**config.mk**
```make
export PLATFORM = sky130hd
export DESIGN_NAME = split_cache_controller
export DESIGN_NICKNAME = d
export VERILOG_FILES = /design/src/source/cache_access_pkg.sv /design/src/source/access_arbiter.sv /design/src/source/access_state_reg.sv /design/src/source/cache_port_sequencer.sv /design/src/source/split_cache_controller.sv
export SDC_FILE = /design/constraint.sdc
export NUM_CORES = 1
export LEC_CHECK = 0
export BUFFER_PORTS_ARGS = -buffer_cell sky130_fd_sc_hd__clkbuf_2
export CELL_PAD_IN_SITES_DETAIL_PLACEMENT = 0
export CELL_PAD_IN_SITES_GLOBAL_PLACEMENT = 1
export CORE_UTILIZATION = 26
export DETAILED_ROUTE_END_ITERATION = 12
export PLACE_DENSITY_LB_ADDON = 0.05
export SKIP_CTS_REPAIR_TIMING = 1
export SLEW_MARGIN = 20
export SYNTH_ARGS = -nofsm -noshare
export SYNTH_HDL_FRONTEND = slang
export SYNTH_SLANG_ARGS = --single-unit
```
**constraint.sdc**
```tcl
create_clock -name clk -period 3.7 [get_ports clk]
set_input_delay 0.555 -clock clk [delete_from_list [all_inputs] [get_ports clk]]
set_output_delay 0.555 -clock clk [all_outputs]
set_load 0.05 [all_outputs]
```
**src/source/cache_access_pkg.sv**
```systemverilog
`default_nettype none

package cache_access_pkg;

	localparam int NUM_EXECUTERS  = 4;
	localparam int LINE_HALFWORDS = 8; // halfwords per cache line

	typedef logic [25:0] way_addr_t;
	typedef logic [15:0] stack_addr_t;
	typedef logic [31:0] general_addr_t;
	typedef logic [5:0]  upper_addr_t; // nonzero means I/O space
	typedef logic [2:0]  stack_size_t; // in halfwords
	typedef logic [1:0]  exec_index_t;
	typedef logic [3:0]  exec_mask_t;
	typedef logic [1:0]  mask_type_t;

	// the executer number is held apart from the state
	typedef enum logic [2:0] {
		ST_IDLE,
		ST_STACK_FIRST,  // first lane of a line crossing stack access
		ST_STACK_SECOND, // second lane of the same access
		ST_STACK_SINGLE,
		ST_GENERAL,
		ST_FETCH
	} ctrl_state_t;

	localparam mask_type_t MASK_LANE_FIRST  = 2'd0;
	localparam mask_type_t MASK_LANE_SECOND = 2'd1;
	localparam mask_type_t MASK_GENERAL     = 2'd2;
	localparam mask_type_t MASK_FETCH       = 2'd3;

endpackage

`default_nettype wire

```
**src/source/access_arbiter.sv**
```systemverilog
`timescale 1ns/1ps
`default_nettype none

module access_arbiter (
	input  wire cache_access_pkg::exec_mask_t    stack_req,
	input  wire cache_access_pkg::exec_mask_t    general_req,
	input  wire cache_access_pkg::stack_addr_t   stack_addr0,
	input  wire cache_access_pkg::stack_addr_t   stack_addr1,
	input  wire cache_access_pkg::stack_addr_t   stack_addr2,
	input  wire cache_access_pkg::stack_addr_t   stack_addr3,
	input  wire cache_access_pkg::stack_size_t   stack_size0,
	input  wire cache_access_pkg::stack_size_t   stack_size1,
	input  wire cache_access_pkg::stack_size_t   stack_size2,
	input  wire cache_access_pkg::stack_size_t   stack_size3,
	input  wire cache_access_pkg::general_addr_t general_addr0,
	input  wire cache_access_pkg::general_addr_t general_addr1,
	input  wire cache_access_pkg::general_addr_t general_addr2,
	input  wire cache_access_pkg::general_addr_t general_addr3,
	input  wire                                  fetch_req,
	input  wire                                  allow_new,
	input  wire [2*cache_access_pkg::NUM_EXECUTERS:0] last_served,
	output cache_access_pkg::ctrl_state_t        next_kind,
	output cache_access_pkg::exec_index_t        next_index,
	output logic                                 next_valid,
	output cache_access_pkg::exec_mask_t         dependency_clear,
	output cache_access_pkg::stack_addr_t        next_stack_addr,
	output cache_access_pkg::stack_size_t        next_stack_size,
	output cache_access_pkg::general_addr_t      next_general_addr
);

	import cache_access_pkg::*;

	stack_addr_t              stack_addr [NUM_EXECUTERS];
	stack_size_t              stack_size [NUM_EXECUTERS];
	general_addr_t            general_addr [NUM_EXECUTERS];
	logic [2*NUM_EXECUTERS:0] req_vec; // stack and general interleaved with fetch on top
	logic [2*NUM_EXECUTERS:0] candidates;

	// a stack access whose last halfword runs past the line takes two lanes
	function automatic ctrl_state_t stack_kind(input stack_addr_t addr, input stack_size_t size);
		logic [3:0] line_end;
		line_end = {1'b0, addr[3:1]} + {1'b0, size};
		return (line_end > LINE_HALFWORDS) ? ST_STACK_FIRST : ST_STACK_SINGLE;
	endfunction

	assign stack_addr[0]   = stack_addr0;
	assign stack_addr[1]   = stack_addr1;
	assign stack_addr[2]   = stack_addr2;
	assign stack_addr[3]   = stack_addr3;
	assign stack_size[0]   = stack_size0;
	assign stack_size[1]   = stack_size1;
	assign stack_size[2]   = stack_size2;
	assign stack_size[3]   = stack_size3;
	assign general_addr[0] = general_addr0;
	assign general_addr[1] = general_addr1;
	assign general_addr[2] = general_addr2;
	assign general_addr[3] = general_addr3;

	always_comb begin
		for (int i = 0; i < NUM_EXECUTERS; i++) begin
			req_vec[2*i]   = stack_req[i];
			req_vec[2*i+1] = general_req[i];
		end
		req_vec[2*NUM_EXECUTERS] = fetch_req;
	end

	assign candidates = req_vec & ~last_served; // requester in its ack cycle still holds req

	// scan from lowest priority up so the highest one is written last
	always_comb begin
		next_valid = 1'b0;
		next_kind  = ST_IDLE;
		next_index = '0;
		if (allow_new) begin
			if (candidates[2*NUM_EXECUTERS]) begin
				next_valid = 1'b1;
				next_kind  = ST_FETCH;
			end
			for (int i = NUM_EXECUTERS - 1; i >= 0; i--) begin
				if (candidates[2*i+1]) begin
					next_valid = 1'b1;
					next_kind  = ST_GENERAL;
					next_index = exec_index_t'(i);
				end
				if (candidates[2*i]) begin
					next_valid = 1'b1;
					next_kind  = stack_kind(stack_addr[i], stack_size[i]);
					next_index = exec_index_t'(i);
				end
			end
		end
	end

	always_comb begin
		dependency_clear = '0;
		if (next_valid && next_kind != ST_FETCH)
			dependency_clear[next_index] = 1'b1; // fetch has no dependency to clear
	end

	assign next_stack_addr   = stack_addr[next_index];
	assign next_stack_size   = stack_size[next_index];
	assign next_general_addr = general_addr[next_index];

endmodule

`default_nettype wire

```
**src/source/access_state_reg.sv**
```systemverilog
`timescale 1ns/1ps
`default_nettype none

module access_state_reg (
	input  wire                                  clk,
	input  wire                                  rst_n,
	input  wire                                  advance,
	input  wire cache_access_pkg::ctrl_state_t   next_kind,
	input  wire cache_access_pkg::exec_index_t   next_index,
	input  wire                                  next_valid,
	input  wire cache_access_pkg::stack_addr_t   next_stack_addr,
	input  wire cache_access_pkg::stack_size_t   next_stack_size,
	input  wire cache_access_pkg::general_addr_t next_general_addr,
	input  wire cache_access_pkg::way_addr_t     fetch_addr,
	input  wire cache_access_pkg::exec_mask_t    stack_write,
	input  wire cache_access_pkg::exec_mask_t    general_write,
	input  wire cache_access_pkg::exec_mask_t    general_byte,
	output cache_access_pkg::ctrl_state_t        state,
	output cache_access_pkg::exec_index_t        exec_index,
	output cache_access_pkg::way_addr_t          way_addr,
	output cache_access_pkg::upper_addr_t        upper_addr,
	output cache_access_pkg::stack_size_t        stack_size_out,
	output logic                                 partial_write,
	output logic                                 byte_operation
);

	import cache_access_pkg::*;

	stack_addr_t second_lane_addr;

	// base plus 2*(size-1) on a held base whose bit 0 is already clear
	assign second_lane_addr = way_addr[15:0] + stack_addr_t'({stack_size_out - 3'd1, 1'b0});

	always_ff @(posedge clk) begin
		if (!rst_n) begin
			state <= ST_IDLE;
		end else if (advance) begin
			if (state == ST_STACK_FIRST)
				state <= ST_STACK_SECOND;
			else if (next_valid)
				state <= next_kind; // back to back when the arbiter found one
			else
				state <= ST_IDLE;
		end
	end

	always_ff @(posedge clk) begin
		if (advance && state == ST_STACK_FIRST) begin
			way_addr[15:0] <= second_lane_addr;
		end else if (advance && next_valid) begin
			exec_index <= next_index;
			case (next_kind)
				ST_STACK_FIRST, ST_STACK_SINGLE: begin
					way_addr       <= way_addr_t'({next_stack_addr[15:1], 1'b0});
					upper_addr     <= '0;
					stack_size_out <= next_stack_size;
					partial_write  <= stack_write[next_index];
					byte_operation <= 1'b0;
				end
				ST_GENERAL: begin
					way_addr       <= next_general_addr[25:0];
					upper_addr     <= next_general_addr[31:26];
					stack_size_out <= '0;
					partial_write  <= general_write[next_index];
					byte_operation <= general_byte[next_index];
				end
				default: begin // instruction fetch is read only
					way_addr       <= {fetch_addr[25:1], 1'b0};
					upper_addr     <= '0;
					stack_size_out <= '0;
					partial_write  <= 1'b0;
					byte_operation <= 1'b0;
				end
			endcase
		end
	end

endmodule

`default_nettype wire

```
**src/source/cache_port_sequencer.sv**
```systemverilog
`timescale 1ns/1ps
`default_nettype none

module cache_port_sequencer (
	input  wire cache_access_pkg::ctrl_state_t   state,
	input  wire cache_access_pkg::exec_index_t   exec_index,
	input  wire cache_access_pkg::upper_addr_t   upper_addr,
	input  wire                                  cache_fault,
	output cache_access_pkg::exec_mask_t         exec_ack,
	output logic                                 fetch_ack,
	output logic                                 lru_write,
	output logic                                 use_multi_access,
	output logic                                 no_write_override,
	output cache_access_pkg::mask_type_t         mask_type,
	output logic                                 allow_new,
	output logic [2*cache_access_pkg::NUM_EXECUTERS:0] last_served,
	output logic                                 advance
);

	import cache_access_pkg::*;

	logic io_access;
	logic complete;

	assign io_access = (upper_addr != '0);

	always_comb begin
		complete          = 1'b0;
		lru_write         = 1'b0;
		use_multi_access  = 1'b0;
		no_write_override = 1'b0;
		mask_type         = MASK_FETCH;
		last_served       = '0;
		advance           = 1'b0;
		case (state)
			ST_IDLE: begin
				advance = 1'b1; // picks up whatever the arbiter selects
			end
			ST_STACK_FIRST: begin
				use_multi_access           = 1'b1;
				mask_type                  = MASK_LANE_FIRST;
				last_served[{exec_index, 1'b0}] = 1'b1;
				if (!cache_fault) begin
					lru_write = 1'b1;
					advance   = 1'b1; // on to the second lane without an ack
				end
			end
			ST_STACK_SECOND: begin
				use_multi_access           = 1'b1;
				mask_type                  = MASK_LANE_SECOND;
				last_served[{exec_index, 1'b0}] = 1'b1;
				complete                   = !cache_fault;
				lru_write                  = !cache_fault;
			end
			ST_STACK_SINGLE: begin
				mask_type                  = MASK_LANE_FIRST;
				last_served[{exec_index, 1'b0}] = 1'b1;
				complete                   = !cache_fault;
				lru_write                  = !cache_fault;
			end
			ST_GENERAL: begin
				mask_type                  = MASK_GENERAL;
				last_served[{exec_index, 1'b1}] = 1'b1;
				if (io_access) begin
					// I/O is served outside the cache so the fault does not matter
					complete          = 1'b1;
					no_write_override = 1'b1;
				end else begin
					complete  = !cache_fault;
					lru_write = !cache_fault;
				end
			end
			ST_FETCH: begin
				mask_type                       = MASK_FETCH;
				last_served[2*NUM_EXECUTERS]    = 1'b1;
				complete                        = !cache_fault;
				lru_write                       = !cache_fault;
			end
			default: begin
				advance = 1'b1; // unused codes fall back to idle
			end
		endcase
		if (complete)
			advance = 1'b1;
	end

	assign allow_new = complete || (state == ST_IDLE);

	always_comb begin
		exec_ack  = '0;
		fetch_ack = 1'b0;
		if (complete) begin
			if (state == ST_FETCH)
				fetch_ack = 1'b1;
			else
				exec_ack[exec_index] = 1'b1;
		end
	end

endmodule

`default_nettype wire

```
**src/source/split_cache_controller.sv**
```systemverilog
`timescale 1ns/1ps
`default_nettype none

module split_cache_controller (
	input  wire                                  clk,
	input  wire                                  rst_n,
	input  wire cache_access_pkg::exec_mask_t    stack_req,
	input  wire cache_access_pkg::exec_mask_t    general_req,
	input  wire cache_access_pkg::exec_mask_t    stack_write,
	input  wire cache_access_pkg::exec_mask_t    general_write,
	input  wire cache_access_pkg::exec_mask_t    general_byte,
	input  wire cache_access_pkg::stack_addr_t   stack_addr0,
	input  wire cache_access_pkg::stack_addr_t   stack_addr1,
	input  wire cache_access_pkg::stack_addr_t   stack_addr2,
	input  wire cache_access_pkg::stack_addr_t   stack_addr3,
	input  wire cache_access_pkg::stack_size_t   stack_size0,
	input  wire cache_access_pkg::stack_size_t   stack_size1,
	input  wire cache_access_pkg::stack_size_t   stack_size2,
	input  wire cache_access_pkg::stack_size_t   stack_size3,
	input  wire cache_access_pkg::general_addr_t general_addr0,
	input  wire cache_access_pkg::general_addr_t general_addr1,
	input  wire cache_access_pkg::general_addr_t general_addr2,
	input  wire cache_access_pkg::general_addr_t general_addr3,
	input  wire                                  fetch_req,
	input  wire cache_access_pkg::way_addr_t     fetch_addr,
	input  wire                                  cache_fault,
	output cache_access_pkg::exec_mask_t         exec_ack,
	output logic                                 fetch_ack,
	output logic                                 lru_write,
	output logic                                 use_multi_access,
	output logic                                 no_write_override,
	output cache_access_pkg::mask_type_t         mask_type,
	output cache_access_pkg::exec_mask_t         dependency_clear,
	output cache_access_pkg::way_addr_t          way_addr,
	output cache_access_pkg::upper_addr_t        upper_addr,
	output cache_access_pkg::exec_index_t        exec_index,
	output cache_access_pkg::stack_size_t        stack_size_out,
	output logic                                 partial_write,
	output logic                                 byte_operation
);

	import cache_access_pkg::*;

	ctrl_state_t              state;
	ctrl_state_t              next_kind;
	exec_index_t              next_index;
	logic                     next_valid;
	stack_addr_t              next_stack_addr;
	stack_size_t              next_stack_size;
	general_addr_t            next_general_addr;
	logic                     allow_new;
	logic [2*NUM_EXECUTERS:0] last_served;
	logic                     advance;

	access_arbiter u_arbiter (
		.stack_req         (stack_req),
		.general_req       (general_req),
		.stack_addr0       (stack_addr0),
		.stack_addr1       (stack_addr1),
		.stack_addr2       (stack_addr2),
		.stack_addr3       (stack_addr3),
		.stack_size0       (stack_size0),
		.stack_size1       (stack_size1),
		.stack_size2       (stack_size2),
		.stack_size3       (stack_size3),
		.general_addr0     (general_addr0),
		.general_addr1     (general_addr1),
		.general_addr2     (general_addr2),
		.general_addr3     (general_addr3),
		.fetch_req         (fetch_req),
		.allow_new         (allow_new),
		.last_served       (last_served),
		.next_kind         (next_kind),
		.next_index        (next_index),
		.next_valid        (next_valid),
		.dependency_clear  (dependency_clear),
		.next_stack_addr   (next_stack_addr),
		.next_stack_size   (next_stack_size),
		.next_general_addr (next_general_addr)
	);

	access_state_reg u_state_reg (
		.clk               (clk),
		.rst_n             (rst_n),
		.advance           (advance),
		.next_kind         (next_kind),
		.next_index        (next_index),
		.next_valid        (next_valid),
		.next_stack_addr   (next_stack_addr),
		.next_stack_size   (next_stack_size),
		.next_general_addr (next_general_addr),
		.fetch_addr        (fetch_addr),
		.stack_write       (stack_write),
		.general_write     (general_write),
		.general_byte      (general_byte),
		.state             (state),
		.exec_index        (exec_index),
		.way_addr          (way_addr),
		.upper_addr        (upper_addr),
		.stack_size_out    (stack_size_out),
		.partial_write     (partial_write),
		.byte_operation    (byte_operation)
	);

	cache_port_sequencer u_sequencer (
		.state             (state),
		.exec_index        (exec_index),
		.upper_addr        (upper_addr),
		.cache_fault       (cache_fault),
		.exec_ack          (exec_ack),
		.fetch_ack         (fetch_ack),
		.lru_write         (lru_write),
		.use_multi_access  (use_multi_access),
		.no_write_override (no_write_override),
		.mask_type         (mask_type),
		.allow_new         (allow_new),
		.last_served       (last_served),
		.advance           (advance)
	);

endmodule

`default_nettype wire

```
-- Yosys cells after proc, flatten, opt, wreduce, memory -nomap -nowiden
Index checks and enable logic that the tools add are counted.
- bitwise operators: 4
- equal/unequal tests: 9
- reductions and logical operators: 19
- add/sub/neg operators: 6
- multiplexer cells: 79
- magnitude comparators: 13
- operators by type and width (kind ; number):
    32-bit binary-select mux with 2-bit select ; 1
    16-bit two-way mux ; 4
    32-bit two-way mux ; 2
    26-bit one-hot mux with 2 select lines ; 1
    3-bit two-way mux ; 14
    16-bit binary-select mux with 2-bit select ; 1
    1-bit two-way mux ; 26
    2-bit two-way mux ; 13
    16-bit by 4-bit adder with 16-bit output ; 1
    3-bit by 3-bit adder with 4-bit output ; 4
    4-bit > comparator, second input constant ; 4
    8-bit one-hot mux with 2 select lines ; 1
    4-bit two-way mux ; 3
    3-bit by 5-bit < comparator with 1-bit output, second input constant ; 2
    9-bit bitwise AND ; 1
    3-bit by 2-bit equality test with 1-bit output, second input constant ; 3
    3-bit equality test, second input constant ; 3
    9-bit NOT ; 1
    1-bit demux with 2-bit select ; 4
    1-bit logical AND ; 7
    1-bit binary-select mux with 2-bit select ; 3
    3-bit binary-select mux with 2-bit select ; 1
    3-bit by 1-bit equality test with 1-bit output, second input constant ; 2
    3-bit by 1-bit greater-or-equal comparator with 1-bit output, second input constant ; 2
    19 further kinds ; 26
- logic and storage cells: 138
- input bits: 254
- flip-flop bits (word level): 42
- output and inout bits: 53

-- Logic depth before layout (Yosys ltp)
Gate-level depths: netlist of run 1.
- depth after elaboration: 23
- depth in mapped cells: 11
- mapped depth without buffers: 11

-- By module
From an unflattened synthesis of run 1, not the netlist that was laid out.
- cell total of the unflattened synthesis: 507
- area total of the unflattened synthesis: 4757.1 um2
- by module, submodules not included (module ; seq. area each (um2) ; area each (um2) ; instances ; cells each):
    access_state_reg ; 1231.2 ; 2677.6 ; 1 ; 248
    access_arbiter ; 0.0 ; 1800.5 ; 1 ; 213
    cache_port_sequencer ; 0.0 ; 279.0 ; 1 ; 46

-- Worst setup path before layout of run 1
OpenSTA, ideal clock, no wires.
- kind: reg2reg
- start: reg u_state_reg.state[0]
- end: reg u_state_reg.way_addr[10], enable pin
- setup time: 0.332 ns
- clock period less this slack: 4.016 ns
- setup slack: -0.316 ns
- buffers on the path: 3
- data required time: 3.368 ns
- cell stages (with the launch flop): 9
- data arrival time: 3.684 ns
- cell sequence: dfxtp_1 buf_2 o21bai_2 or3_1 nand2_1 buf_1 clkbuf_1 a41oi_1 or2_2
- word-level cells in the longest chain between the ends: 16
- ends and longest elaborated chain (what ; line ; RTL):
    from (decl) ; access_state_reg.sv:18 ; output cache_access_pkg::ctrl_state_t state,
    from (signal assigned) ; access_state_reg.sv:41 ; state <= next_kind;
    3-bit by 1-bit equality test with 1-bit output (tied with other cells) ; access_state_reg.sv:48, cache_port_sequencer.sv:35 ;
    3-bit OR reduction (no source line) / 1-bit two-way mux (equally long branches) ; - ;
    8-bit one-hot mux with 2 select lines / 9-bit NOT (equally long branches) ; cache_port_sequencer.sv:35, access_arbiter.sv:67 ;
    9-bit NOT / 9-bit bitwise AND (equally long branches) ; access_arbiter.sv:67 ; assign candidates = req_vec & ~last_served;
    9-bit bitwise AND / 1-bit two-way mux (equally long branches) ; access_arbiter.sv:67, access_arbiter.sv:75 ;
    1-bit two-way mux ; access_arbiter.sv:80 ; if (candidates[2*i+1]) begin
    1-bit two-way mux ; access_arbiter.sv:85 ; if (candidates[2*i]) begin
    1-bit two-way mux ; access_arbiter.sv:80 ;
    1-bit two-way mux ; access_arbiter.sv:85 ;
    1-bit two-way mux ; access_arbiter.sv:80 ;
    1-bit two-way mux ; access_arbiter.sv:85 ;
    1-bit two-way mux ; access_arbiter.sv:80 ;
    1-bit two-way mux ; access_arbiter.sv:85 ;
    1-bit two-way mux ; access_arbiter.sv:74 ; if (allow_new) begin
    1-bit logical AND ; access_state_reg.sv:50 ; end else if (advance && next_valid) begin
    2-bit nonzero test (no source line) (*) ; - ;
    to (signal assigned) ; access_state_reg.sv:49 ; way_addr[15:0] <= second_lane_addr;
    to (signal assigned) ; access_state_reg.sv:54 ; way_addr <= way_addr_t'({next_stack_addr[15:1], 1'b0});
    to (signal assigned) ; access_state_reg.sv:61 ; way_addr <= next_general_addr[25:0];
    to (decl) ; access_state_reg.sv:20 ; output cache_access_pkg::way_addr_t way_addr,
Mark *: on every way between the ends. The rest lies on a longest branch, timed or not.
A chain may end at the register's enable or synchronous reset.

-- Worst setup path after layout of run 1
- start: reg u_state_reg.state[1]
- end: out dependency_clear[2]
- word-level cells in the longest chain between the ends: 19
- ends and longest elaborated chain (what ; line ; RTL):
    3-bit by 1-bit equality test with 1-bit output / 3-bit by 2-bit equality test with 1-bit output (equally long branches) ; cache_port_sequencer.sv:35 ; case (state)
    3-bit OR reduction (no source line) ; - ;
    8-bit one-hot mux with 2 select lines ; cache_port_sequencer.sv:35 ;
    9-bit NOT ; access_arbiter.sv:67 ;
    9-bit bitwise AND ; access_arbiter.sv:67 ;
    2-bit two-way mux ; access_arbiter.sv:80 ;
    2-bit two-way mux ; access_arbiter.sv:85 ;
    2-bit two-way mux ; access_arbiter.sv:80 ;
    [... 3 more ...] ; - ;
    2-bit two-way mux ; access_arbiter.sv:80 ;
    2-bit two-way mux ; access_arbiter.sv:85 ;
    2-bit two-way mux ; access_arbiter.sv:74 ;
    2-bit by 3-bit < comparator with 1-bit output (not written as such) / 2-bit by 1-bit greater-or-equal comparator with 1-bit output (equally long branches) ; access_arbiter.sv:97 ; dependency_clear[next_index] = 1'b1;
    1-bit logical AND (not written as such) ; access_arbiter.sv:97 ;
    1-bit two-way mux (not written as such) ; access_arbiter.sv:97 ;
    1-bit demux with 2-bit select ; - ;
    4-bit two-way mux (*) ; access_arbiter.sv:96 ; if (next_valid && next_kind != ST_FETCH)
    to (decl) ; split_cache_controller.sv:33 ; output cache_access_pkg::exec_mask_t dependency_clear,
Marks and branches as above.

==> flow_summary.html, run 1 <==
<table>
<tr><th>Metric</th><th>Value</th></tr>
<tr><th colspan="2">Run status</th></tr>
<tr><td>Result of the run</td><td>finished, final reports clean</td></tr>
<tr><th colspan="2">Worst hold path</th></tr>
<tr><td>Startpoint of the worst hold path</td><td>rst_n</td></tr>
<tr><td>Worst hold path stage count</td><td>3</td></tr>
<tr><td>Endpoint of the worst hold-timing path</td><td>u_state_reg.state[1]</td></tr>
<tr><td>Hold crit path type</td><td>in -&gt; reg</td></tr>
<tr><th colspan="2">Logic synthesis</th></tr>
<tr><td>Flops &amp; latches, synth</td><td>42</td></tr>
<tr><td>Average size of a mapped cell</td><td>8.235 um^2</td></tr>
<tr><td>Most common flop cell mapped by yosys</td><td>sky130_fd_sc_hd__edfxtp_1</td></tr>
<tr><td>Yosys top cell area share</td><td>around a quarter</td></tr>
<tr><td>Proportion of synthesized flip-flops having asynchronous set or reset</td><td>0%</td></tr>
<tr><td>Cell taking the most area after synthesis</td><td>sky130_fd_sc_hd__edfxtp_1</td></tr>
<tr><td>Count of mapped cells out of synthesis</td><td>538</td></tr>
<tr><td>Number of distinct library cells after synthesis</td><td>59</td></tr>
<tr><td>Number of warnings issued by yosys</td><td>0</td></tr>
<tr><td>Mapped Area</td><td>around 4400 um^2</td></tr>
<tr><td>Sequential element share of the synthesized area</td><td>27.79%</td></tr>
<tr><td>Mapped Nets</td><td>between 800 and 900</td></tr>
<tr><td>Number of enable flip-flop cells after synthesis</td><td>39</td></tr>
<tr><td>Synth area leaders</td><td>sky130_fd_sc_hd__edfxtp_1 26%, sky130_fd_sc_hd__nand2_1 6.1%, sky130_fd_sc_hd__a21oi_1 6.0%</td></tr>
<tr><th colspan="2">Critical path</th></tr>
<tr><td>Crit-path cells</td><td>or3b_1 -&gt; o31ai_4 -&gt; o211ai_2 -&gt; nor3_2 -&gt; buf_12 -&gt; buf_12</td></tr>
<tr><td>R2r startpoint</td><td>u_state_reg.state[1]</td></tr>
<tr><td>Nature of the critical path endpoint</td><td>output pin</td></tr>
<tr><td>WS Path Type</td><td>reg -&gt; out</td></tr>
<tr><td>WP data arrival</td><td>2.82 ns</td></tr>
<tr><td>Family with the most delay on the worst path</td><td>simple AND/OR/NAND/NOR gates</td></tr>
<tr><td>Cell with the biggest individual delay on the critical path</td><td>sky130_fd_sc_hd__or3b_1</td></tr>
<tr><td>Cell with the most instances on the worst path</td><td>sky130_fd_sc_hd__buf_12</td></tr>
<tr><td>Crit path largest cell delay</td><td>0.57 ns</td></tr>
<tr><td>Number of buffers and inverters on the critical path</td><td>2</td></tr>
<tr><td>R2r setup slk</td><td>about 0.48 ns</td></tr>
<tr><td>Worst R2R Path Depth</td><td>8</td></tr>
<tr><td>Req. time, crit path</td><td>about 3.1 ns</td></tr>
<tr><td>Endpoint of the most critical register-to-register path</td><td>u_state_reg.way_addr[3]</td></tr>
<tr><td>Largest driver fanout on the critical path</td><td>40</td></tr>
<tr><td>Startpoint class of the critical path</td><td>register</td></tr>
<tr><th colspan="2">Pwr</th></tr>
<tr><td>Total leakage power</td><td>roughly 3 nW</td></tr>
<tr><td>Pwr per Cell Area</td><td>794.5 nW/um^2</td></tr>
<tr><td>Total power after layout</td><td>a little over 5 mW</td></tr>
<tr><td>Maximum VDD drop</td><td>approximately 0.34 mV</td></tr>
<tr><th colspan="2">GRT</th></tr>
<tr><td>Number of global-route vias before repair</td><td>5537</td></tr>
<tr><td>Remaining global-route overflow</td><td>0</td></tr>
<tr><td>Pin count of the biggest net entering global routing</td><td>41</td></tr>
<tr><td>Wire length of the first global-routing pass</td><td>31820 um</td></tr>
<tr><td>Tot GR Track Use</td><td>between 20% and 30%</td></tr>
<tr><td>Initial antenna violation count</td><td>0</td></tr>
<tr><th colspan="2">Timing</th></tr>
<tr><td>Worst max-slew margin expressed relative to the limit</td><td>between 40% and 50%</td></tr>
<tr><td>F_max</td><td>between 200 and 300 MHz</td></tr>
<tr><td>Period minus WS final</td><td>about 3.4 ns</td></tr>
<tr><td>Slew Limit Fails</td><td>0</td></tr>
<tr><td>Total negative slack for setup checks</td><td>0 ns</td></tr>
<tr><td>Total of endpoints with negative setup slack in the final report</td><td>0</td></tr>
<tr><td>Actual slew at the worst max-slew pin</td><td>just under 0.9 ns</td></tr>
<tr><td>Period Utilization, post-route</td><td>between 90% and 100%</td></tr>
<tr><td>Largest clock skew in the final design</td><td>0.003054 ns</td></tr>
<tr><td>Final count of hold timing violations</td><td>0</td></tr>
<tr><td>Unrepaired setup endpoints after global routing</td><td>false</td></tr>
<tr><th colspan="2">Drt</th></tr>
<tr><td>Routed via count divided by cell count</td><td>roughly 5.4</td></tr>
<tr><td>Iteration-0 DRC Markers</td><td>340</td></tr>
<tr><td>Per-cell routed wire length</td><td>~20 um</td></tr>
<tr><td>Vias after detailed routing</td><td>~5600</td></tr>
<tr><td>Overall routed net length</td><td>around 21000 um</td></tr>
<tr><td>Number of nets still failing antenna checks after routing</td><td>0</td></tr>
<tr><td>Post-detailed-route DRC marker count</td><td>0</td></tr>
<tr><td>Router iterations before antenna repair</td><td>6</td></tr>
<tr><th colspan="2">Floorplanning</th></tr>
<tr><td>Starting utilization of the core area</td><td>around a quarter</td></tr>
<tr><td># IOs</td><td>between 300 and 400</td></tr>
<tr><td>Core Footprint</td><td>between 15000 and 20000 um^2</td></tr>
<tr><td>Full die area</td><td>roughly 18000 um^2</td></tr>
<tr><td>FP Rows</td><td>47</td></tr>
<tr><td>Die outline width</td><td>132.5 um</td></tr>
<tr><td>Vertical die dimension</td><td>approximately 130 um</td></tr>
<tr><th colspan="2">Finish</th></tr>
<tr><td>Total Nets Final</td><td>~1100</td></tr>
<tr><td>Ratio of cells with drive above 1 in the final layout</td><td>42.27%</td></tr>
<tr><td>Count of inserted antenna diode cells</td><td>0</td></tr>
<tr><td>Multi-input gate area in the final layout</td><td>2974 um^2</td></tr>
<tr><td>Fillers</td><td>between 1500 and 2000</td></tr>
<tr><td>Area Overhead vs Synth</td><td>45.07%</td></tr>
<tr><td>Footprint of the flip-flops and latches</td><td>1231 um^2</td></tr>
<tr><th colspan="2">Clocking</th></tr>
<tr><td>CTS root buffer</td><td>sky130_fd_sc_hd__clkbuf_16</td></tr>
<tr><td>Number of buffers added by the clock tree synthesis step</td><td>5</td></tr>
<tr><td>TritonCTS clock tree</td><td>built</td></tr>
<tr><td>Worst-skew pair later-pin latency</td><td>around 0.29 ns</td></tr>
<tr><td>Clock-pin transition on the worst setup and hold timing paths</td><td>0.06 ns</td></tr>
<tr><td>Total number of clock tree sinks</td><td>between 40 and 50</td></tr>
<tr><td>Buffer levels on the longest clock path</td><td>2</td></tr>
<tr><td># H-tree levels</td><td>2</td></tr>
<tr><th colspan="2">Placement</th></tr>
<tr><td>Gp weighted congestion</td><td>between 0.8 and 0.9</td></tr>
<tr><td>DPL Wire Length</td><td>between 15000 and 20000 um</td></tr>
<tr><td>Number of buffers added on ports</td><td>around 300</td></tr>
<tr><th colspan="2">Job</th></tr>
<tr><td>Count of max-cap constraint violations</td><td>0</td></tr>
</table>
## cells by family after synthesis
logic type / count (synthesis) / synth area share, %
AOI/OAI and AO/OA: 234 / 39.17
and+or+nand+nor: 164 / 17.25
buffers and inverters: 61 / 5.846
DFF: 42 / 27.79
adders and majority gates: 21 / 6.778
xor gates and xnor gates: 16 / 3.163
## synth_stat cells, drive strengths merged, types with 5 or more instances
library cell / count
and2: 5
a211oi: 5
a22o: 17
fa: 5
inv: 17
buf: 22
nor3: 8
clkbuf: 22
xnor2: 7
edfxtp: 39
a31oi: 15
nand3: 7
ha: 16
o31ai: 5
a221oi: 13
a222oi: 25
o31a: 6
o21ai: 22
nand4: 12
nor2: 35
a32oi: 6
xor2: 9
and3: 5
o21a: 5
a21o: 20
a22oi: 13
nand2: 72
a21oi: 53
## layer usage
layer | part of all wire, % | routed length, um | GRT usage [%] | up-vias
met5 | 0 | 0 | 0 | -
met4 | 1.8 | 376 | 5.811 | 0
met3 | 7.8 | 1667 | 5.441 | 24
met2 | 49 | 10340 | 40.64 | 237
met1 | 42 | 8871 | 29.91 | 2643
li1 | - | - | - | 2703
## report_power, final
part	total [mW]	switching [mW]	internal, mW
combinational	3.54	2.42	1.12
clock	0.457	0.187	0.270
sequential	1.11	0.210	0.899
total	5.11	2.82	2.29
## worst max path at each step
stage	cells past startpoint	to	slack, ns	from
after detailed placement	8	u_state_reg.way_addr[3]	0.52	u_state_reg.state[1]
final	6	dependency_clear[2]	0.32	u_state_reg.state[1]
after global placement	8	u_state_reg.way_addr[3]	0.57	u_state_reg.state[1]
after CTS	6	dependency_clear[2]	0.34	u_state_reg.state[1]
after floorplan	8	u_state_reg.way_addr[10]	0.08	u_state_reg.exec_index[1]
after global routing	6	dependency_clear[2]	0.14	u_state_reg.state[1]
## registers in the layout (all words and copies together), names as in the netlist
signal / cells
u_state_reg.byte_operation: 1
u_state_reg.exec_index: 2
u_state_reg.partial_write: 1
u_state_reg.stack_size_out: 3
u_state_reg.state: 3
u_state_reg.upper_addr: 6
u_state_reg.way_addr: 26
## worst reg2reg max path, cell delays in order (launching register included)
cell and delay, ns:
sky130_fd_sc_hd__dfxtp_1 0.63, sky130_fd_sc_hd__nor2_1 0.24, sky130_fd_sc_hd__o31a_1 0.42, sky130_fd_sc_hd__o211ai_2 0.57, sky130_fd_sc_hd__nor3_2 0.14, sky130_fd_sc_hd__buf_12 0.21, sky130_fd_sc_hd__a22o_1 0.25, sky130_fd_sc_hd__o21ai_0 0.36
sky130_fd_sc_hd__a31oi_1 0.14
## through the flow
stage	cell area, um^2	hold WS, ns	setup WS (ns)	std cells	utilization, %
floorplan	4438	0.6635	0.07614	538	-
global placement	6281	0.7187	0.5739	1040	37.88
detailed placement	6281	0.7308	0.5201	1040	37.88
CTS	6427	0.4710	0.3352	1048	38.76
global route	6427	0.4966	0.1365	1048	38.76
finish	6427	0.4810	0.3250	1048	38.76
## cells in the final DEF (no fill, tap or decap), types with 9 or more instances in the layout
master,n
sky130_fd_sc_hd__a31oi_1,15
sky130_fd_sc_hd__a22o_1,17
sky130_fd_sc_hd__o21ai_0,21
sky130_fd_sc_hd__a222oi_1,25
sky130_fd_sc_hd__xor2_1,9
sky130_fd_sc_hd__clkbuf_2,299
sky130_fd_sc_hd__a22oi_1,13
sky130_fd_sc_hd__nand2_1,72
sky130_fd_sc_hd__ha_1,16
sky130_fd_sc_hd__a221oi_1,13
sky130_fd_sc_hd__edfxtp_1,39
sky130_fd_sc_hd__nand4_1,12
sky130_fd_sc_hd__a21oi_1,53
sky130_fd_sc_hd__inv_1,17
sky130_fd_sc_hd__buf_4,24
sky130_fd_sc_hd__a21o_1,20
sky130_fd_sc_hd__nor2_1,32
## area by class of cell
type / instances / share of cell area, %
clock buffers: 8 / 2.278
inverters: 17 / 0.9928
flip-flops and latches: 42 / 19.16
well taps: 220 / 4.283
repair buffers: 326 / 27.02
multi-input cells: 435 / 46.27
No activity file was read; power rests on OpenSTA's default activity.
==> inputs of run 2 (changes only) <==
ABC_AREA = 1   (was not set)
CORE_UTILIZATION = 25   (was 26)
==> run 2 against run 1 <==
Net effect: flip-flop and latch count did not move; via count rose by 8.8%; final area rose by 6.2%; worst setup slack got worse by 0.021 ns; cell count rose by 29%; global-route usage fell by 2.6 points; utilization fell by 2.9 points; clock skew rose by 0.00089 ns; routed wire length rose by 2.7%; maximum frequency fell by 0.62%; sequential share of layout area fell by 1.1 points; power rose by 4.6%; largest cell class unchanged; largest power group unchanged.
==> flow_summary.html, run 2 <==
<table>
<tr><th>Metric</th><th>Value</th></tr>
<tr><th colspan="2">Critical path</th></tr>
<tr><td>Req. time, crit path</td><td>3.14 ns (about the same)</td></tr>
<tr><td>WS Path Type</td><td>reg -&gt; out (unchanged)</td></tr>
<tr><td>R2r setup slk</td><td>0.58 ns (was 0.48 ns)</td></tr>
<tr><td>WP data arrival</td><td>2.84 ns (was 2.82 ns)</td></tr>
<tr><td>Startpoint class of the critical path</td><td>register (unchanged)</td></tr>
<tr><td>Largest driver fanout on the critical path</td><td>16 (was 40)</td></tr>
<tr><td>Nature of the critical path endpoint</td><td>output pin (unchanged)</td></tr>
<tr><th colspan="2">Logic synthesis</th></tr>
<tr><td>Count of mapped cells out of synthesis</td><td>811 (was 538)</td></tr>
<tr><td>Cell types with the highest counts after synthesis</td><td>383 x sky130_fd_sc_hd__nand2_1, 95 x sky130_fd_sc_hd__nand3_1, 64 x sky130_fd_sc_hd__nor2_1, 40 x sky130_fd_sc_hd__inv_1, 39 x sky130_fd_sc_hd__edfxtp_1 (was 72 x sky130_fd_sc_hd__nand2_1, 53 x sky130_fd_sc_hd__a21oi_1, 39 x sky130_fd_sc_hd__edfxtp_1, 34 x sky130_fd_sc_hd__nor2_1, 25 x sky130_fd_sc_hd__a222oi_1)</td></tr>
<tr><td>Average size of a mapped cell</td><td>6.071 um^2 (was 8.235 um^2)</td></tr>
<tr><td>Proportion of synthesized flip-flops having asynchronous set or reset</td><td>0% (unchanged)</td></tr>
<tr><td>Yosys top cell area share</td><td>29.20% (was 26.43%)</td></tr>
<tr><td>Mapped Nets</td><td>1086 (was 813)</td></tr>
<tr><td>Mapped Area</td><td>4923 um^2 (was 4430 um^2)</td></tr>
<tr><td>Cell taking the most area after synthesis</td><td>sky130_fd_sc_hd__nand2_1 (was sky130_fd_sc_hd__edfxtp_1)</td></tr>
<tr><td>Number of enable flip-flop cells after synthesis</td><td>39 (unchanged)</td></tr>
<tr><td>Synth area leaders</td><td>sky130_fd_sc_hd__nand2_1 29%, sky130_fd_sc_hd__edfxtp_1 24%, sky130_fd_sc_hd__nand3_1 9.7% (was sky130_fd_sc_hd__edfxtp_1 26%, sky130_fd_sc_hd__nand2_1 6.1%, sky130_fd_sc_hd__a21oi_1 6.0%)</td></tr>
<tr><td>Sequential element share of the synthesized area</td><td>25.01% (was 27.79%)</td></tr>
<tr><td>Flops &amp; latches, synth</td><td>42 (unchanged)</td></tr>
<tr><td>Number of warnings issued by yosys</td><td>0 (unchanged)</td></tr>
<tr><td>Number of distinct library cells after synthesis</td><td>39 (was 59)</td></tr>
<tr><td>Leading cell type by number of instances after synthesis</td><td>sky130_fd_sc_hd__nand2_1 (unchanged)</td></tr>
<tr><td>Most common flop cell mapped by yosys</td><td>sky130_fd_sc_hd__edfxtp_1 (unchanged)</td></tr>
<tr><th colspan="2">Placement</th></tr>
<tr><td>Gp weighted congestion</td><td>0.7895 (was 0.8730)</td></tr>
<tr><td>Cell Count Post-Placement</td><td>1348 (was 1040)</td></tr>
<tr><td>Number of buffers added on ports</td><td>301 (unchanged)</td></tr>
<tr><td>Worst slack after detailed placement</td><td>0.4975 ns (was 0.5201 ns)</td></tr>
<tr><td>Area post-placement</td><td>6683 um^2 (was 6281 um^2)</td></tr>
<tr><td>DPL Wire Length</td><td>18060 um (was 17210 um)</td></tr>
<tr><th colspan="2">Floorplanning</th></tr>
<tr><td>Starting utilization of the core area</td><td>25.89% (was 26.72%)</td></tr>
<tr><td>Vertical die dimension</td><td>142.3 um (was 132.5 um)</td></tr>
<tr><td># IOs</td><td>307 (unchanged)</td></tr>
<tr><td>Full die area</td><td>20260 um^2 (was 17570 um^2)</td></tr>
<tr><td>Core Footprint</td><td>19020 um^2 (was 16580 um^2)</td></tr>
<tr><td>FP Rows</td><td>50 (was 47)</td></tr>
<tr><td>Die outline width</td><td>142.3 um (was 132.5 um)</td></tr>
<tr><th colspan="2">Clocking</th></tr>
<tr><td>Number of buffers added by the clock tree synthesis step</td><td>5 (unchanged)</td></tr>
<tr><td>Buffer levels on the longest clock path</td><td>2 (unchanged)</td></tr>
<tr><td>Clock-pin transition on the worst setup and hold timing paths</td><td>0.06 ns (about the same)</td></tr>
<tr><td>Worst-skew pair later-pin latency</td><td>0.29 ns (about the same)</td></tr>
<tr><td>CTS root buffer</td><td>sky130_fd_sc_hd__clkbuf_16 (unchanged)</td></tr>
<tr><td>Total number of clock tree sinks</td><td>42 (unchanged)</td></tr>
<tr><td># H-tree levels</td><td>2 (unchanged)</td></tr>
<tr><td>TritonCTS clock tree</td><td>built (unchanged)</td></tr>
<tr><th colspan="2">Finish</th></tr>
<tr><td>Area Overhead vs Synth</td><td>38.63% (was 45.07%)</td></tr>
<tr><td>Largest reg by FF count</td><td>u_state_reg.way_addr (unchanged)</td></tr>
<tr><td>Largest registers</td><td>u_state_reg.way_addr x26, u_state_reg.upper_addr x6 (unchanged)</td></tr>
<tr><td>Non-filler instance count after layout</td><td>1356 (was 1048)</td></tr>
<tr><td>Multi-input gate area in the final layout</td><td>3271 um^2 (was 2974 um^2)</td></tr>
<tr><td>Utilization of the core after routing</td><td>35.89% (was 38.76%)</td></tr>
<tr><td>Final Instance Area</td><td>6825 um^2 (was 6427 um^2)</td></tr>
<tr><td>Most used cells in the layout excluding fill and tap cells</td><td>383 x sky130_fd_sc_hd__nand2_1, 299 x sky130_fd_sc_hd__clkbuf_2, 95 x sky130_fd_sc_hd__nand3_1 (was 299 x sky130_fd_sc_hd__clkbuf_2, 72 x sky130_fd_sc_hd__nand2_1, 53 x sky130_fd_sc_hd__a21oi_1)</td></tr>
<tr><td>Most common cell after layout, fill and taps aside</td><td>sky130_fd_sc_hd__nand2_1 (was sky130_fd_sc_hd__clkbuf_2)</td></tr>
<tr><td>Count of inserted antenna diode cells</td><td>0 (unchanged)</td></tr>
<tr><td>Footprint of the flip-flops and latches</td><td>1232 um^2 (was 1231 um^2)</td></tr>
<tr><td>Flip-flop count of the largest register, all copies and words added</td><td>26 (unchanged)</td></tr>
<tr><td>Fillers</td><td>2236 (was 1818)</td></tr>
<tr><td>Ratio of cells with drive above 1 in the final layout</td><td>33.03% (was 42.27%)</td></tr>
<tr><td>Total Nets Final</td><td>1370 (was 1102)</td></tr>
<tr><th colspan="2">GRT</th></tr>
<tr><td>Wire length of the first global-routing pass</td><td>32570 um (was 31820 um)</td></tr>
<tr><td>Initial antenna violation count</td><td>0 (unchanged)</td></tr>
<tr><td>Tot GR Track Use</td><td>21.11% (was 23.70%)</td></tr>
<tr><td>Pin count of the biggest net entering global routing</td><td>44 (was 41)</td></tr>
<tr><td>Number of global-route vias before repair</td><td>6031 (was 5537)</td></tr>
<tr><td>Remaining global-route overflow</td><td>0 (unchanged)</td></tr>
<tr><th colspan="2">Timing</th></tr>
<tr><td>Total of endpoints with negative setup slack in the final report</td><td>0 (unchanged)</td></tr>
<tr><td>Period Utilization, post-route</td><td>91.79% (was 91.22%)</td></tr>
<tr><td>Final count of hold timing violations</td><td>0 (unchanged)</td></tr>
<tr><td>F_max</td><td>294.5 MHz (was 296.3 MHz)</td></tr>
<tr><td>Actual slew at the worst max-slew pin</td><td>0.8169 ns (was 0.8872 ns)</td></tr>
<tr><td>Period minus WS final</td><td>3.396 ns (was 3.375 ns)</td></tr>
<tr><td>Worst max-slew margin expressed relative to the limit</td><td>45.20% (was 40.71%)</td></tr>
<tr><td>Final setup margin</td><td>0.3039 ns (was 0.3250 ns)</td></tr>
<tr><td>Worst slack on hold paths</td><td>0.5345 ns (was 0.4810 ns)</td></tr>
<tr><td>Unrepaired setup endpoints after global routing</td><td>false (unchanged)</td></tr>
<tr><td>Total negative slack for setup checks</td><td>0 ns (unchanged)</td></tr>
<tr><td>Slew Limit Fails</td><td>0 (unchanged)</td></tr>
<tr><td>Largest clock skew in the final design</td><td>0.003939 ns (was 0.003054 ns)</td></tr>
<tr><th colspan="2">Pwr</th></tr>
<tr><td>Comb power frac</td><td>71.0% (was 69.3%)</td></tr>
<tr><td>Switching power as a share of total power</td><td>59.70% (was 55.17%)</td></tr>
<tr><td>Pwr per Cell Area</td><td>782.6 nW/um^2 (was 794.5 nW/um^2)</td></tr>
<tr><td>Total leakage power</td><td>3.840 nW (was 3.009 nW)</td></tr>
<tr><td>Total power after layout</td><td>5.341 mW (was 5.106 mW)</td></tr>
<tr><td>Clock share of power</td><td>8.3% (was 8.9%)</td></tr>
<tr><td>Sw power</td><td>3.189 mW (was 2.817 mW)</td></tr>
<tr><td>Internal Pwr Total</td><td>2.153 mW (was 2.289 mW)</td></tr>
<tr><td>Power share of the sequential group</td><td>20.7% (was 21.7%)</td></tr>
<tr><td>Maximum VDD drop</td><td>0.3273 mV (was 0.3425 mV)</td></tr>
<tr><th colspan="2">Drt</th></tr>
<tr><td>Iteration-0 DRC Markers</td><td>306 (was 340)</td></tr>
<tr><td>Per-cell routed wire length</td><td>16.10 um (was 20.28 um)</td></tr>
<tr><td>Vias after detailed routing</td><td>6102 (was 5607)</td></tr>
<tr><td>Routed via count divided by cell count</td><td>4.500 (was 5.350)</td></tr>
<tr><td>Router iterations before antenna repair</td><td>5 (was 6)</td></tr>
<tr><td>Overall routed net length</td><td>21830 um (was 21250 um)</td></tr>
<tr><td>Post-detailed-route DRC marker count</td><td>0 (unchanged)</td></tr>
<tr><td>Number of nets still failing antenna checks after routing</td><td>0 (unchanged)</td></tr>
<tr><th colspan="2">Job</th></tr>
<tr><td>Count of max-cap constraint violations</td><td>0 (unchanged)</td></tr>
<tr><th colspan="2">Worst hold path</th></tr>
<tr><td>Hold crit path type</td><td>in -&gt; reg (unchanged)</td></tr>
<tr><th colspan="2">Run status</th></tr>
<tr><td>Result of the run</td><td>finished, final reports clean (unchanged)</td></tr>
</table>
run 2: worst paths after layout:
kind,to,from,cells past startpoint
setup / recovery,dependency_clear[0],u_state_reg.exec_index[0],14
hold / removal,u_state_reg.way_addr[18],fetch_addr[18],3
setup reg to reg,u_state_reg.way_addr[8],u_state_reg.state[1],17
hold reg to reg,u_state_reg.state[2],u_state_reg.state[2],2
run 2: area by class of cell:
| cell class | count | share of cell area (%) |
|---|---|---|
| sequential | 42 | 18.06 |
| clock buffer | 5 | 1.833 |
| clock inverter | 3 | 0.2383 |
| multi-input combinational | 678 | 47.92 |
| timing repair buffer | 317 | 24.27 |
| tap | 260 | 4.766 |
| inverter | 51 | 2.915 |
run 2: per-layer routing:
layer  global-route usage, %  vias to the layer above  part of all wire [%]
li1                        -                     3203                     -
met1                   29.11                     2689                    48
met2                   35.29                      198                    46
met3                   2.692                       12                   5.1
met4                   3.792                        0                   1.0
met5                       0                        -                     0
run 2: cells by family (layout without fill, tap and decap cells):
family                     Yosys count  count (layout)  synth area share, %
adders and majority gates           21              21                6.099
AOI/OAI and AO/OA                   73              73                9.759
xor gates and xnor gates             9               9                1.601
and+or+nand+nor                    575             575                48.59
buffers and inverters               91             376                8.945
DFF                                 42              42                25.01
run 2: critical path: stages (launching register included):
cell and delay (ns):
sky130_fd_sc_hd__edfxtp_1 0.49, sky130_fd_sc_hd__nor2_1 0.20, sky130_fd_sc_hd__nand3_1 0.09, sky130_fd_sc_hd__nand2_1 0.14, sky130_fd_sc_hd__nand2_1 0.12, sky130_fd_sc_hd__nand3_1 0.10
sky130_fd_sc_hd__nand2_1 0.05, sky130_fd_sc_hd__nand2_1 0.06, sky130_fd_sc_hd__nand2_1 0.09, sky130_fd_sc_hd__nand2_2 0.28, sky130_fd_sc_hd__nand3_2 0.12, sky130_fd_sc_hd__nand2_1 0.11
sky130_fd_sc_hd__inv_1 0.21, sky130_fd_sc_hd__nor2_1 0.17, sky130_fd_sc_hd__clkbuf_2 0.32
run 2: power groups by stage:
| stage | registers [mW] | logic [mW] | clock network [mW] |
|---|---|---|---|
| finish | 1.11 | 3.79 | 0.442 |
| floorplan | 1.82 | 2.02 | 0 |
| global route | 1.14 | 4.17 | 0.462 |
| CTS | 1.11 | 3.83 | 0.453 |
| global placement | 1.12 | 3.83 | 0 |
| detailed placement | 1.12 | 3.82 | 0 |
==> inputs of run 3 (changes only) <==
CORE_UTILIZATION = 28   (was 25)
clock period = 3.65 ns   (was 3.7 ns; I/O delays follow)
==> run 3 against run 2 <==
Net effect: global-route usage increased by 1.6 points; sequential power about the same; power increased by 2.0%; non-clock buffer count increased by 1; worst setup slack improved by 0.055 ns; via count about the same; die area decreased by 11%; largest cell class unchanged; final area decreased by 0.22%.
==> flow_summary.html, run 3 (synthesis results as in run 2) <==
<table>
<tr><th>Metric</th><th>Value</th></tr>
<tr><th colspan="2">Critical path</th></tr>
<tr><td>WS Path Type</td><td>reg -&gt; out (unchanged)</td></tr>
<tr><td>Cell with the most instances on the worst path</td><td>sky130_fd_sc_hd__nand2_1 (unchanged)</td></tr>
<tr><td>Nature of the critical path endpoint</td><td>output pin (unchanged)</td></tr>
<tr><td>Crit-path cells</td><td>inv_1 -&gt; nor2_1 -&gt; nand3_1 -&gt; nand2_1 -&gt; nand2_1 -&gt; nand3_1 -&gt; nand2_1 -&gt; nand2_1 -&gt; nand2_1 -&gt; nand2_2 -&gt; nand3_2 -&gt; nand2_1 -&gt; inv_1 -&gt; nor2_1 -&gt; clkbuf_2 (was nor2_1 -&gt; nand3_1 -&gt; nand2_1 -&gt; nand2_1 -&gt; nand3_1 -&gt; nand2_1 -&gt; nand2_1 -&gt; nand2_1 -&gt; nand2_2 -&gt; nand3_2 -&gt; nand2_1 -&gt; inv_1 -&gt; nor2_1 -&gt; clkbuf_2)</td></tr>
<tr><td>Req. time, crit path</td><td>3.10 ns (was 3.14 ns)</td></tr>
<tr><td>Number of buffers and inverters on the critical path</td><td>3 (was 2)</td></tr>
<tr><td>WP data arrival</td><td>2.74 ns (was 2.84 ns)</td></tr>
<tr><td>Crit path largest cell delay</td><td>0.43 ns (was 0.49 ns)</td></tr>
<tr><td>Largest driver fanout on the critical path</td><td>16 (unchanged)</td></tr>
<tr><td>Family with the most delay on the worst path</td><td>simple AND/OR/NAND/NOR gates (unchanged)</td></tr>
<tr><td>Startpoint class of the critical path</td><td>register (unchanged)</td></tr>
<tr><td>Cell with the biggest individual delay on the critical path</td><td>sky130_fd_sc_hd__edfxtp_1 (unchanged)</td></tr>
<tr><th colspan="2">Timing</th></tr>
<tr><td>Period Utilization, post-route</td><td>90.16%</td></tr>
<tr><td>Total of endpoints with negative setup slack in the final report</td><td>0 (unchanged)</td></tr>
<tr><td>Worst max-slew margin expressed relative to the limit</td><td>46.95% (was 45.20%)</td></tr>
<tr><td>Period minus WS final</td><td>approximately 3.3 ns</td></tr>
<tr><td>Actual slew at the worst max-slew pin</td><td>0.7909 ns (was 0.8169 ns)</td></tr>
<tr><td>Largest clock skew in the final design</td><td>0.004714 ns (was 0.003939 ns)</td></tr>
<tr><td>F_max</td><td>roughly 300 MHz</td></tr>
<tr><td>Slew Limit Fails</td><td>0 (unchanged)</td></tr>
<tr><td>Worst slack on hold paths</td><td>0.5314 ns (was 0.5345 ns)</td></tr>
<tr><td>Final count of hold timing violations</td><td>0 (unchanged)</td></tr>
<tr><td>Unrepaired setup endpoints after global routing</td><td>false (unchanged)</td></tr>
<tr><td>Total negative slack for setup checks</td><td>0 ns (unchanged)</td></tr>
<tr><th colspan="2">Placement</th></tr>
<tr><td>Area post-placement</td><td>6646 um^2 (was 6683 um^2)</td></tr>
<tr><td>Cell Count Post-Placement</td><td>1314 (was 1348)</td></tr>
<tr><td>Gp weighted congestion</td><td>0.8058 (was 0.7895)</td></tr>
<tr><td>DPL Wire Length</td><td>17120 um (was 18060 um)</td></tr>
<tr><td>Number of buffers added on ports</td><td>301 (unchanged)</td></tr>
<tr><th colspan="2">Job</th></tr>
<tr><td>Count of max-cap constraint violations</td><td>0 (unchanged)</td></tr>
<tr><th colspan="2">Clocking</th></tr>
<tr><td>Total number of clock tree sinks</td><td>42 (unchanged)</td></tr>
<tr><td>Number of buffers added by the clock tree synthesis step</td><td>5 (unchanged)</td></tr>
<tr><td>TritonCTS clock tree</td><td>built (unchanged)</td></tr>
<tr><td>Worst-skew pair later-pin latency</td><td>0.29 ns (about the same)</td></tr>
<tr><td># H-tree levels</td><td>2 (unchanged)</td></tr>
<tr><td>Clock-pin transition on the worst setup and hold timing paths</td><td>0.06 ns (about the same)</td></tr>
<tr><td>CTS root buffer</td><td>sky130_fd_sc_hd__clkbuf_16 (unchanged)</td></tr>
<tr><td>Buffer levels on the longest clock path</td><td>2 (unchanged)</td></tr>
<tr><th colspan="2">Finish</th></tr>
<tr><td>Largest registers</td><td>u_state_reg.way_addr x26, u_state_reg.upper_addr x6 (unchanged)</td></tr>
<tr><td>Final Instance Area</td><td>6810 um^2 (was 6825 um^2)</td></tr>
<tr><td>Non-filler instance count after layout</td><td>1322 (was 1356)</td></tr>
<tr><td>Total Nets Final</td><td>1371 (was 1370)</td></tr>
<tr><td>Area Overhead vs Synth</td><td>38.32% (was 38.63%)</td></tr>
<tr><td>Largest reg by FF count</td><td>u_state_reg.way_addr (unchanged)</td></tr>
<tr><td>Most common cell after layout, fill and taps aside</td><td>sky130_fd_sc_hd__nand2_1 (unchanged)</td></tr>
<tr><td>Flip-flop count of the largest register, all copies and words added</td><td>26 (unchanged)</td></tr>
<tr><td>Ratio of cells with drive above 1 in the final layout</td><td>33.00% (was 33.03%)</td></tr>
<tr><td>Utilization of the core after routing</td><td>39.51% (was 35.89%)</td></tr>
<tr><td>Count of inserted antenna diode cells</td><td>0 (unchanged)</td></tr>
<tr><td>Most used cells in the layout excluding fill and tap cells</td><td>383 x sky130_fd_sc_hd__nand2_1, 299 x sky130_fd_sc_hd__clkbuf_2, 95 x sky130_fd_sc_hd__nand3_1 (unchanged)</td></tr>
<tr><th colspan="2">Drt</th></tr>
<tr><td>Post-detailed-route DRC marker count</td><td>0 (unchanged)</td></tr>
<tr><td>Number of nets still failing antenna checks after routing</td><td>0 (unchanged)</td></tr>
<tr><td>Routed via count divided by cell count</td><td>4.611 (was 4.500)</td></tr>
<tr><td>Router iterations before antenna repair</td><td>5 (unchanged)</td></tr>
<tr><td>Overall routed net length</td><td>20740 um (was 21830 um)</td></tr>
<tr><td>Per-cell routed wire length</td><td>15.69 um (was 16.10 um)</td></tr>
<tr><td>Iteration-0 DRC Markers</td><td>333 (was 306)</td></tr>
<tr><td>Vias after detailed routing</td><td>6096 (was 6102)</td></tr>
<tr><th colspan="2">Floorplanning</th></tr>
<tr><td># IOs</td><td>307 (unchanged)</td></tr>
<tr><td>FP Rows</td><td>48 (was 50)</td></tr>
<tr><td>Core Footprint</td><td>17240 um^2 (was 19020 um^2)</td></tr>
<tr><td>Starting utilization of the core area</td><td>28.56% (was 25.89%)</td></tr>
<tr><td>Vertical die dimension</td><td>134.6 um (was 142.3 um)</td></tr>
<tr><td>Full die area</td><td>18120 um^2 (was 20260 um^2)</td></tr>
<tr><td>Die outline width</td><td>134.6 um (was 142.3 um)</td></tr>
<tr><th colspan="2">Pwr</th></tr>
<tr><td>Maximum VDD drop</td><td>0.6176 mV (was 0.3273 mV)</td></tr>
<tr><td>Total leakage power</td><td>3.855 nW (was 3.840 nW)</td></tr>
<tr><td>Pwr per Cell Area</td><td>799.7 nW/um^2 (was 782.6 nW/um^2)</td></tr>
<tr><th colspan="2">Run status</th></tr>
<tr><td>Result of the run</td><td>finished, final reports clean (unchanged)</td></tr>
<tr><th colspan="2">Worst hold path</th></tr>
<tr><td>Hold crit path type</td><td>in -&gt; reg (unchanged)</td></tr>
<tr><th colspan="2">GRT</th></tr>
<tr><td>Number of global-route vias before repair</td><td>5701 (was 6031)</td></tr>
<tr><td>Wire length of the first global-routing pass</td><td>31440 um (was 32570 um)</td></tr>
<tr><td>Remaining global-route overflow</td><td>0 (unchanged)</td></tr>
<tr><td>Initial antenna violation count</td><td>0 (unchanged)</td></tr>
<tr><td>Tot GR Track Use</td><td>22.70% (was 21.11%)</td></tr>
<tr><td>Pin count of the biggest net entering global routing</td><td>50 (was 44)</td></tr>
</table>
==> run 3: cell types whose count changed in the layout (fill, tap and decap cells not counted) <==
cell / before / now
sky130_fd_sc_hd__buf_4: 16 / 17
sky130_fd_sc_hd__bufinv_16: 0 / 1
sky130_fd_sc_hd__clkbuf_1: 0 / 2
sky130_fd_sc_hd__clkinv_1: 3 / 2
sky130_fd_sc_hd__clkinv_2: 3 / 2
sky130_fd_sc_hd__clkinvlp_4: 1 / 0
==> run 3: worst register-to-register path: stages (launching register included) <==
cell and delay [ns]:
sky130_fd_sc_hd__dfxtp_1 0.49, sky130_fd_sc_hd__inv_2 0.10, sky130_fd_sc_hd__nand2_4 0.11, sky130_fd_sc_hd__nand2_4 0.07
sky130_fd_sc_hd__o21ai_2 0.32, sky130_fd_sc_hd__nand2_2 0.11, sky130_fd_sc_hd__clkinv_2 0.12, sky130_fd_sc_hd__nand2_4 0.07
sky130_fd_sc_hd__nand2_4 0.12, sky130_fd_sc_hd__buf_4 0.44, sky130_fd_sc_hd__nand2_1 0.17, sky130_fd_sc_hd__nand2_1 0.11
sky130_fd_sc_hd__nand2_1 0.05, sky130_fd_sc_hd__nand2_1 0.11, sky130_fd_sc_hd__nand2_1 0.06, sky130_fd_sc_hd__nand3_1 0.16
sky130_fd_sc_hd__nor2_1 0.07, sky130_fd_sc_hd__nor2_1 0.10
==> run 3: worst paths after layout <==
path,endpoint,slack (ns),depth (start not counted),start
setup / recovery,dependency_clear[0],0.36,15,u_state_reg.exec_index[1]
hold / removal,u_state_reg.way_addr[18],0.53,3,fetch_addr[18]
setup reg to reg,u_state_reg.way_addr[2],0.75,17,u_state_reg.state[1]
hold reg to reg,u_state_reg.state[2],0.61,2,u_state_reg.state[2]
==> run 3: per-layer routing <==
metal / track usage (%) / up-vias / share of wire, %
li1: - / 3205 / -
met1: 32.34 / 2665 / 47
met2: 36.59 / 208 / 46
met3: 2.853 / 18 / 5.4
met4: 4.744 / 0 / 1.3
met5: 0 / - / 0
==> run 3: power by group <==
group	internal, mW	switching (mW)	leakage [nW]
combinational	1.00	2.81	3.35
clock	0.323	0.177	0.0781
sequential	0.933	0.198	0.430
==> run 3: cell type report <==
class                           instances  area (um^2)
Clock inverter                          1        30.03
Timing Repair Buffer                  318         1664
Fill cell                            1993        10430
Tap cell                              225        281.5
Inverter                               51        198.9
Sequential cell                        42         1232
Clock buffer                            7        132.6
Multi-Input combinational cell        678         3271
==> run 3: metrics by stage <==
| stage | power [mW] | setup slack, ns |
|---|---|---|
| 4_1_cts | 5.503 | 0.2299 |
| 2_1_floorplan | 3.890 | 0.1549 |
| 5_1_grt | 5.911 | 0.04026 |
| 6_report | 5.446 | 0.3592 |
| 3_5_place_dp | 4.991 | 0.5483 |
| 3_3_place_gp | 4.996 | 0.5528 |
